===== config.mk =====
export PLATFORM = sky130hd
export DESIGN_NAME = neander_dp
export DESIGN_NICKNAME = d
export VERILOG_FILES = /design/src/neander_dp_pkg.sv /design/src/neander_addr_unit.sv /design/src/neander_alu.sv /design/src/neander_acc_regs.sv /design/src/neander_dp.sv
export VERILOG_INCLUDE_DIRS = /design/src
export SDC_FILE = /design/constraint.sdc
export NUM_CORES = 1
export LEC_CHECK = 0
export ABC_AREA = 1
export BUFFER_PORTS_ARGS = -buffer_cell sky130_fd_sc_hd__buf_4
export CAP_MARGIN = 0
export CORE_MARGIN = 4
export CORE_UTILIZATION = 54
export DETAILED_ROUTE_END_ITERATION = 12
export GPL_TIMING_DRIVEN = 0
export PLACE_DENSITY_LB_ADDON = 0.12
export SYNTH_ARGS = -nofsm -noshare
export SYNTH_HDL_FRONTEND = slang
export SYNTH_SLANG_ARGS = --single-unit
export TNS_END_PERCENT = 10

===== constraint.sdc =====
create_clock -name clk -period 3.32 [get_ports clk]
set_input_delay 0.498 -clock clk [delete_from_list [all_inputs] [get_ports clk]]
set_output_delay 0.498 -clock clk [all_outputs]
set_load 0.03 [all_outputs]

===== src/neander_dp_settings.svh =====
/*
 * Shared parameters for the accumulator CPU datapath
 *   data and address widths
 *   reset values of the program counter and stack pointer
 */
`ifndef NEANDER_DP_SETTINGS_SVH
`define NEANDER_DP_SETTINGS_SVH

// Widths --------------
`define NDP_DATA_W 8      // Data byte
`define NDP_ADDR_W 16     // 64 KB address space

// Reset values --------
`define NDP_PC_RESET 16'h0000   // Execution starts at the bottom of memory
`define NDP_SP_RESET 16'h00FF   // Stack grows down from the top of page 0

`endif


===== src/neander_dp_pkg.sv =====
/*
 * Datapath package
 *   data_t / addr_t word types
 *   ALU operation, address select, index mode,
 *   write-data source and register input enums
 */
`include "neander_dp_settings.svh"

package neander_dp_pkg;

    typedef logic [`NDP_DATA_W-1:0] data_t;   // One data byte
    typedef logic [`NDP_ADDR_W-1:0] addr_t;   // Memory address

    // ALU operations
    typedef enum logic [3:0] {
        ADD, ADC, SUB, AND, OR, XOR, NOT, NEG, SHL, SHR, PASS_B
    } alu_op_e;

    // REM source
    typedef enum logic [1:0] {SEL_RDM, SEL_PC, SEL_SP} addr_sel_e;

    // Effective address index
    typedef enum logic [1:0] {IDX_NONE, IDX_X, IDX_Y, IDX_SP} idx_mode_e;

    // Memory write data
    typedef enum logic [2:0] {SRC_AC, SRC_PC_LO, SRC_PC_HI, SRC_X, SRC_Y} mem_src_e;

    // AC input
    typedef enum logic [1:0] {AC_ALU, AC_MEM, AC_X, AC_Y} ac_src_e;

    // X/Y input
    typedef enum logic {XY_MEM, XY_AC} xy_src_e;

endpackage


===== src/neander_addr_unit.sv =====
/*
 * Address unit
 *   PC with load and increment
 *   SP with increment and decrement
 *   REM with PC/RDM/SP select, RDM built from two bytes
 *   Indexed effective address onto the memory bus
 */
`timescale 1ns/1ps
`include "neander_dp_settings.svh"

module neander_addr_unit (
    input  logic                      clk,
    input  logic                      reset,
    input  logic                      pc_inc,
    input  logic                      pc_load,
    input  logic                      sp_inc,
    input  logic                      sp_dec,
    input  logic                      rem_load,
    input  logic                      rdm_load_lo,
    input  logic                      rdm_load_hi,
    input  neander_dp_pkg::addr_sel_e addr_sel,
    input  neander_dp_pkg::idx_mode_e idx_mode,
    input  neander_dp_pkg::data_t     mem_data_in,
    input  neander_dp_pkg::data_t     x,
    input  neander_dp_pkg::data_t     y,
    output neander_dp_pkg::addr_t     mem_addr,
    output neander_dp_pkg::addr_t     pc,
    output neander_dp_pkg::addr_t     sp
);
    import neander_dp_pkg::*;

    localparam int PAD_W = `NDP_ADDR_W - `NDP_DATA_W;

    addr_t rem;        // Address register
    addr_t rdm;        // 16-bit data register, assembled bytewise
    addr_t rem_in;     // Selected REM source
    addr_t x_ext;      // Index values widened to the address
    addr_t y_ext;

    // Program counter --------------------
    always_ff @(posedge clk or posedge reset) begin
        if (reset)
            pc <= `NDP_PC_RESET;
        else if (pc_load)
            pc <= rdm;                  // Jump target from RDM
        else if (pc_inc)
            pc <= pc + addr_t'(1);
    end

    // Stack pointer --------------------
    always_ff @(posedge clk or posedge reset) begin
        if (reset)
            sp <= `NDP_SP_RESET;
        else if (sp_dec)
            sp <= sp - addr_t'(1);      // Push side, wins over pop
        else if (sp_inc)
            sp <= sp + addr_t'(1);
    end

    // REM source select
    always_comb begin
        case (addr_sel)
            SEL_PC:  rem_in = pc;       // Fetch
            SEL_SP:  rem_in = sp;       // Stack access
            default: rem_in = rdm;      // Operand address
        endcase
    end

    always_ff @(posedge clk or posedge reset) begin
        if (reset)
            rem <= '0;
        else if (rem_load)
            rem <= rem_in;
    end

    // RDM, two independent byte lanes
    always_ff @(posedge clk or posedge reset) begin
        if (reset) begin
            rdm <= '0;
        end else begin
            if (rdm_load_lo)
                rdm[`NDP_DATA_W-1:0] <= mem_data_in;            // First operand byte
            if (rdm_load_hi)
                rdm[`NDP_ADDR_W-1:`NDP_DATA_W] <= mem_data_in;  // Second operand byte
        end
    end

    // Effective address --------------------
    assign x_ext = {{PAD_W{1'b0}}, x};   // Zero extend, carry may reach the high byte
    assign y_ext = {{PAD_W{1'b0}}, y};

    always_comb begin
        case (idx_mode)
            IDX_X:   mem_addr = rem + x_ext;
            IDX_Y:   mem_addr = rem + y_ext;
            IDX_SP:  mem_addr = rem + sp;   // Stack relative
            default: mem_addr = rem;        // Plain REM
        endcase
    end

endmodule


===== src/neander_alu.sv =====
/*
 * Combinational 8-bit ALU
 *   add, add with carry, subtract, negate
 *   bitwise logic, one-bit shifts, B pass-through
 */
`timescale 1ns/1ps

module neander_alu (
    input  neander_dp_pkg::data_t   a,
    input  neander_dp_pkg::data_t   b,
    input  neander_dp_pkg::alu_op_e op,
    input  logic                    carry_in,
    output neander_dp_pkg::data_t   result,
    output logic                    carry_out
);
    import neander_dp_pkg::*;

    always_comb begin
        result    = a;          // Unused codes leave A untouched
        carry_out = 1'b0;       // Logic ops clear the carry
        case (op)
            // Arithmetic, carry is bit 8 of the wide result
            ADD:
                {carry_out, result} = {1'b0, a} + {1'b0, b};
            ADC:
                {carry_out, result} = {1'b0, a} + {1'b0, b} + carry_in;
            SUB:
                {carry_out, result} = {1'b0, a} - {1'b0, b};   // Carry set on borrow
            NEG:
                {carry_out, result} = -{1'b0, a};              // Borrow unless A is zero

            // Bitwise logic
            AND:
                result = a & b;
            OR:
                result = a | b;
            XOR:
                result = a ^ b;
            NOT:
                result = ~a;

            // Shifts, the bit shifted out lands in carry
            SHL:
                {carry_out, result} = {a, 1'b0};
            SHR:
                {result, carry_out} = {1'b0, a};

            PASS_B:
                result = b;     // Memory operand or constant straight through

            default: begin
                result    = a;
                carry_out = 1'b0;
            end
        endcase
    end

endmodule


===== src/neander_acc_regs.sv =====
/*
 * Accumulator and index registers
 *   AC input select from ALU, memory, X or Y
 *   X and Y with load, increment and decrement
 *   N/Z/C flags with separate NZ and C loads
 */
`timescale 1ns/1ps
`include "neander_dp_settings.svh"

module neander_acc_regs (
    input  logic                    clk,
    input  logic                    reset,
    input  logic                    ac_load,
    input  logic                    nz_load,
    input  logic                    c_load,
    input  logic                    x_load,
    input  logic                    x_inc,
    input  logic                    x_dec,
    input  logic                    y_load,
    input  logic                    y_inc,
    input  logic                    y_dec,
    input  neander_dp_pkg::ac_src_e ac_src,
    input  neander_dp_pkg::xy_src_e xy_src,
    input  neander_dp_pkg::data_t   mem_data_in,
    input  neander_dp_pkg::data_t   alu_result,
    input  logic                    alu_carry,
    output neander_dp_pkg::data_t   ac,
    output neander_dp_pkg::data_t   x,
    output neander_dp_pkg::data_t   y,
    output logic                    flag_n,
    output logic                    flag_z,
    output logic                    flag_c
);
    import neander_dp_pkg::*;

    data_t      ac_in;        // Selected AC input
    data_t      xy_in;        // Shared X/Y input
    data_t      idx_q [2];    // Index registers, 0 is X and 1 is Y
    logic [1:0] idx_load;
    logic [1:0] idx_inc;
    logic [1:0] idx_dec;

    // Input selects --------------------
    always_comb begin
        case (ac_src)
            AC_MEM:  ac_in = mem_data_in;   // Load from memory
            AC_X:    ac_in = x;             // Transfer from X
            AC_Y:    ac_in = y;             // Transfer from Y
            default: ac_in = alu_result;
        endcase
    end

    assign xy_in = (xy_src == XY_AC) ? ac : mem_data_in;

    // Accumulator --------------------
    always_ff @(posedge clk or posedge reset) begin
        if (reset)
            ac <= '0;
        else if (ac_load)
            ac <= ac_in;
    end

    // Index registers --------------------
    assign idx_load = {y_load, x_load};
    assign idx_inc  = {y_inc, x_inc};
    assign idx_dec  = {y_dec, x_dec};

    // Same update for X and Y, load over inc over dec
    always_ff @(posedge clk or posedge reset) begin
        if (reset) begin
            for (int i = 0; i < 2; i++)
                idx_q[i] <= '0;
        end else begin
            for (int i = 0; i < 2; i++) begin
                if (idx_load[i])
                    idx_q[i] <= xy_in;
                else if (idx_inc[i])
                    idx_q[i] <= idx_q[i] + data_t'(1);    // Wraps at FF
                else if (idx_dec[i])
                    idx_q[i] <= idx_q[i] - data_t'(1);    // Wraps at 00
            end
        end
    end

    assign x = idx_q[0];
    assign y = idx_q[1];

    // Flags --------------------
    // N and Z look at the AC input, so loads and transfers set them too
    always_ff @(posedge clk or posedge reset) begin
        if (reset) begin
            flag_n <= 1'b0;
            flag_z <= 1'b0;
            flag_c <= 1'b0;
        end else begin
            if (nz_load) begin
                flag_n <= ac_in[`NDP_DATA_W-1];   // Sign bit
                flag_z <= (ac_in == '0);
            end
            if (c_load)
                flag_c <= alu_carry;              // Only arithmetic and shifts load C
        end
    end

endmodule


===== src/neander_dp.sv =====
/*
 * Datapath top level
 *   address unit, ALU and register file wiring
 *   ALU B operand select, memory write-data select
 *   debug views of PC, SP, AC, X and Y
 */
`timescale 1ns/1ps
`include "neander_dp_settings.svh"

module neander_dp (
    input  logic                      clk,
    input  logic                      reset,
    // Control unit
    input  logic                      pc_inc,
    input  logic                      pc_load,
    input  logic                      sp_inc,
    input  logic                      sp_dec,
    input  logic                      rem_load,
    input  neander_dp_pkg::addr_sel_e addr_sel,
    input  logic                      rdm_load_lo,
    input  logic                      rdm_load_hi,
    input  neander_dp_pkg::idx_mode_e idx_mode,
    input  neander_dp_pkg::alu_op_e   alu_op,
    input  logic                      alu_b_const,
    input  logic                      ac_load,
    input  neander_dp_pkg::ac_src_e   ac_src,
    input  logic                      nz_load,
    input  logic                      c_load,
    input  logic                      x_load,
    input  logic                      x_inc,
    input  logic                      x_dec,
    input  logic                      y_load,
    input  logic                      y_inc,
    input  logic                      y_dec,
    input  neander_dp_pkg::xy_src_e   xy_src,
    input  neander_dp_pkg::mem_src_e  mem_src,
    // Memory
    input  neander_dp_pkg::data_t     mem_data_in,
    output neander_dp_pkg::addr_t     mem_addr,
    output neander_dp_pkg::data_t     mem_data_out,
    // Status and debug
    output logic                      flag_n,
    output logic                      flag_z,
    output logic                      flag_c,
    output neander_dp_pkg::addr_t     dbg_pc,
    output neander_dp_pkg::addr_t     dbg_sp,
    output neander_dp_pkg::data_t     dbg_ac,
    output neander_dp_pkg::data_t     dbg_x,
    output neander_dp_pkg::data_t     dbg_y
);
    import neander_dp_pkg::*;

    addr_t pc, sp;
    data_t ac, x, y;
    data_t alu_b;           // ALU B operand
    data_t alu_result;
    logic  alu_carry;

    // Units --------------------
    neander_addr_unit u_addr (
        .clk(clk), .reset(reset),
        .pc_inc(pc_inc), .pc_load(pc_load),
        .sp_inc(sp_inc), .sp_dec(sp_dec),
        .rem_load(rem_load), .rdm_load_lo(rdm_load_lo), .rdm_load_hi(rdm_load_hi),
        .addr_sel(addr_sel), .idx_mode(idx_mode),
        .mem_data_in(mem_data_in), .x(x), .y(y),
        .mem_addr(mem_addr), .pc(pc), .sp(sp)
    );

    assign alu_b = alu_b_const ? data_t'(1) : mem_data_in;   // Constant 1 for INC/DEC

    neander_alu u_alu (
        .a(ac), .b(alu_b), .op(alu_op), .carry_in(flag_c),
        .result(alu_result), .carry_out(alu_carry)
    );

    neander_acc_regs u_regs (
        .clk(clk), .reset(reset),
        .ac_load(ac_load), .nz_load(nz_load), .c_load(c_load),
        .x_load(x_load), .x_inc(x_inc), .x_dec(x_dec),
        .y_load(y_load), .y_inc(y_inc), .y_dec(y_dec),
        .ac_src(ac_src), .xy_src(xy_src),
        .mem_data_in(mem_data_in), .alu_result(alu_result), .alu_carry(alu_carry),
        .ac(ac), .x(x), .y(y),
        .flag_n(flag_n), .flag_z(flag_z), .flag_c(flag_c)
    );

    // Write data --------------------
    always_comb begin
        case (mem_src)
            SRC_PC_LO: mem_data_out = pc[`NDP_DATA_W-1:0];              // Return address low
            SRC_PC_HI: mem_data_out = pc[`NDP_ADDR_W-1:`NDP_DATA_W];    // Return address high
            SRC_X:     mem_data_out = x;
            SRC_Y:     mem_data_out = y;
            default:   mem_data_out = ac;                               // Store and push
        endcase
    end

    // Debug views
    assign dbg_pc = pc;
    assign dbg_sp = sp;
    assign dbg_ac = ac;
    assign dbg_x  = x;
    assign dbg_y  = y;

endmodule


==> results.yml <==
run_status:
  status: "finished with violations"
  violations: "negative setup slack"
yosys:
  avgSynthCellArea_sq_um: 6.57
  synth_top_area_share_pct: 23.5
  synth_area_leaders: "dfrtp_1 23%, nand2_1 14%, ha_1 10%, inv_1 8.1%, o21ai_0 6.6%"
  synth_most_common_cell: "nand2_1"
  synth_edf_count: 0
  yosysWarnings: 0
  async_reset_ff_share_pct: 100
  synth_cell_types: 47
  ys_seq_elements: 91
  syn_inst: 1347
  postSynthNetCount: 1467
  synth.cell_area_sq_um: 8850
  yosysSeqAreaShare_pct: 25.9
  synth_top_cell_by_area: "dfrtp_1"
  yosys-top-cells-count: "339 x nand2_1, 190 x inv_1, 129 x nor2_1, 117 x o21ai_0, 90 x a21oi_1"
  synthFlopType: "dfrtp_1"
setup_path:
  crit_chain: "o22ai_2 > a21oi_2 > ha_1 > a21oi_2 > o21ai_1 > nand2_1 > nand3_1 > nand2_1 > a21oi_2 > or2_4 > or2_4 > nand3_4 > o21ai_4 > buf_6"
  crit_slowest_cell: "dfstp_2"
  crit_family: "simple AND/OR/NAND/NOR gates"
  cp-end-kind: "output port"
  cp_common_cell: "a21oi_2"
  cpPeakStageDelay_ps: 560
  worstSetupPathType: "reg2out"
  cp.required_ps: 2820
  crit_buf_inv: 1
  arrival_ps: 2830
  cp_max_fo: 4
  start_kind: "flip-flop"
cells_and_area:
  nNetsFinal: 1614
  drive_gt1_share_pct: 14.8
  design_area_sq_um: 10700
  fillers: 1511
  final_cells: 1715
  antenna_cells: 0
  syn_to_final_growth_pct: 20.9
global_routing:
  antenna_found_initial: 0
  grt_util_all_layers_pct: 35.1
  grt_first_pass_wirelength_um: 50500
  gr-total-overflow: 0
  grt_max_degree: 63
  grt_pass1_vias: 9363
floorplanning:
  core_area_sq_um: 15900
  rows: 46
  die_h_um: 136
  start_util_pct: 55.5
  fp.dieW_um: 136
  dieArea_sq_um: 18500
  ios: 124
sta:
  finalHoldViolCount: 0
  tightest_slew_ps: 807
  period_needed_ps: 3320
  final.setup.tns_ps: -4.55
  finClkSkew_ps: 11.6
  setup_viol: 1
  drv_slew: 0
  fmax_ghz: 0.301
  fin_worst_hold_slack_ps: 135
  relSlewSlack_pct: 46.0
  rsz0062_at_grt: "true"
  fin_crit_sh_pct: 100
  finalWorstSetupSlack_ps: -4.55
hold_path:
  min_path_type: "in2async"
detailed_routing:
  viasPerCell: 5.94
  vias: 10179
  postRouteAntennaNets: 0
  drt-pass1-iter-count: 6
  drt_iter0_drc: 1198
  drt-wirelength-per-cell_um: 19.0
  routed_wl_um: 32600
  drt_drc_violations_left: 0
placed_design:
  dpl_cell_area_sq_um: 10000
  place_congestion: 1.04
  dpl_worst_slack_ps: -695
  dp_hpwl_um: 25400
  dp.cells: 1683
  io_buffers: 119
cts:
  clockRootBuffer: "clkbuf_16"
  htree_levels: 3
  clk_pin_slew_ps: 80
  clockBufferDepth: 2
  cts_made_buffers: 9
  cts_tree: "yes"
  clock_latency_ps: 360
  clkSinkCount: 91
power_and_ir_drop:
  combinationalPowerShare_pct: 60.7
  pwr-share-clk_pct: 15.0
  power_density_nw_per_um2: 706
  irDropWorstVdd_mv: 0.580
  seq_power_share_pct: 24.2
  p_switching_mw: 3.83
  p_int_mw: 3.72
  p_sw_share_pct: 50.7
  p_leak_nw: 5.36
run:
  max-cap-violations: 0
==> power groups by stage <==
stage          logic (mW)  clock network (mW)  registers (mW)
6_report             4.59                1.13            1.83
5_1_grt              5.01                1.17            1.85
4_1_cts              4.37                1.13            1.82
3_5_place_dp         4.20                   0            1.88
3_3_place_gp         4.14                   0            1.88
2_1_floorplan        2.51                   0            2.12
==> logic make-up after synthesis <==
group / synth area share [%]
AND/OR/NAND/NOR: 27.8
multiplexers: 0.127
XOR/XNOR: 4.36
buffers and inverters: 9.67
flip-flops: 25.9
AO/OA/AOI/OAI: 20.5
adder cells (fa/ha/maj): 11.7
==> registers in the layout (all words and copies together), names as in the netlist <==
register	cells
u_addr.rdm	16
u_addr.sp	16
u_regs.flag_c	1
u_addr.pc	16
u_regs.x	8
u_regs.flag_n	1
u_regs.ac	8
u_regs.y	8
u_regs.flag_z	1
u_addr.rem	16
==> cell type report <==
class	count	area (sq um)	share of cell area, %
clock inverters	6	80.1	0.749
plain buffers	28	149	1.39
inverters	193	727	6.80
well taps	216	270	2.53
clock buffers	10	239	2.23
flip-flops and latches	91	2290	21.4
repair buffers	137	1080	10.1
multi-input cells	1034	5860	54.8
==> metrics by stage <==
stage / power, mW / util (%)
2_1_floorplan: 4.63 / -
3_3_place_gp: 6.02 / 62.8
3_5_place_dp: 6.08 / 63.0
4_1_cts: 7.31 / 66.0
5_1_grt: 8.04 / 67.1
6_report: 7.55 / 67.1
==> routing by layer <==
layer  vias up  wire length (um)  global-route usage, %
met5         -                 0                      0
met1      4724             12800                   46.0
met4         0              1480                   13.9
met2       554             15500                   59.3
li1       4799                 -                      -
met3       102              2810                   4.18
==> timing repair <==
action	CTS	global route
setup endpoints to repair	10	6
gates resized for setup	30	26
pin swaps	6	15
setup buffers	7	10
gates cloned	0	0
hold buffers	0	0
==> placed cells by master (no fill, tap or decap), types with 34 or more instances in the layout <==
cell type	Yosys	layout
o22ai_1	37	34
dfrtp_1	83	78
nand3_1	89	86
inv_1	190	188
a21oi_1	90	80
o21ai_0	117	109
nor2_1	129	128
ha_1	73	71
nand2_1	339	334
buf_4	1	132
==> worst paths after layout <==
check	from	to	slack, ps	depth (start not counted)
worst min register to register	u_addr.rdm[15]	u_addr.pc[15]	500	2
worst min-delay path	reset	u_regs.y[1]	140	2
min in group clk	c_load	u_regs.flag_c	350	3
worst max-delay path	u_addr.sp[7]	mem_addr[14]	-5	14
worst max register to register	u_regs.ac[1]	u_regs.flag_z	200	14
max in group asynchronous	reset	u_addr.sp[0]	2490	3
No activity file was read; power rests on OpenSTA's default activity.
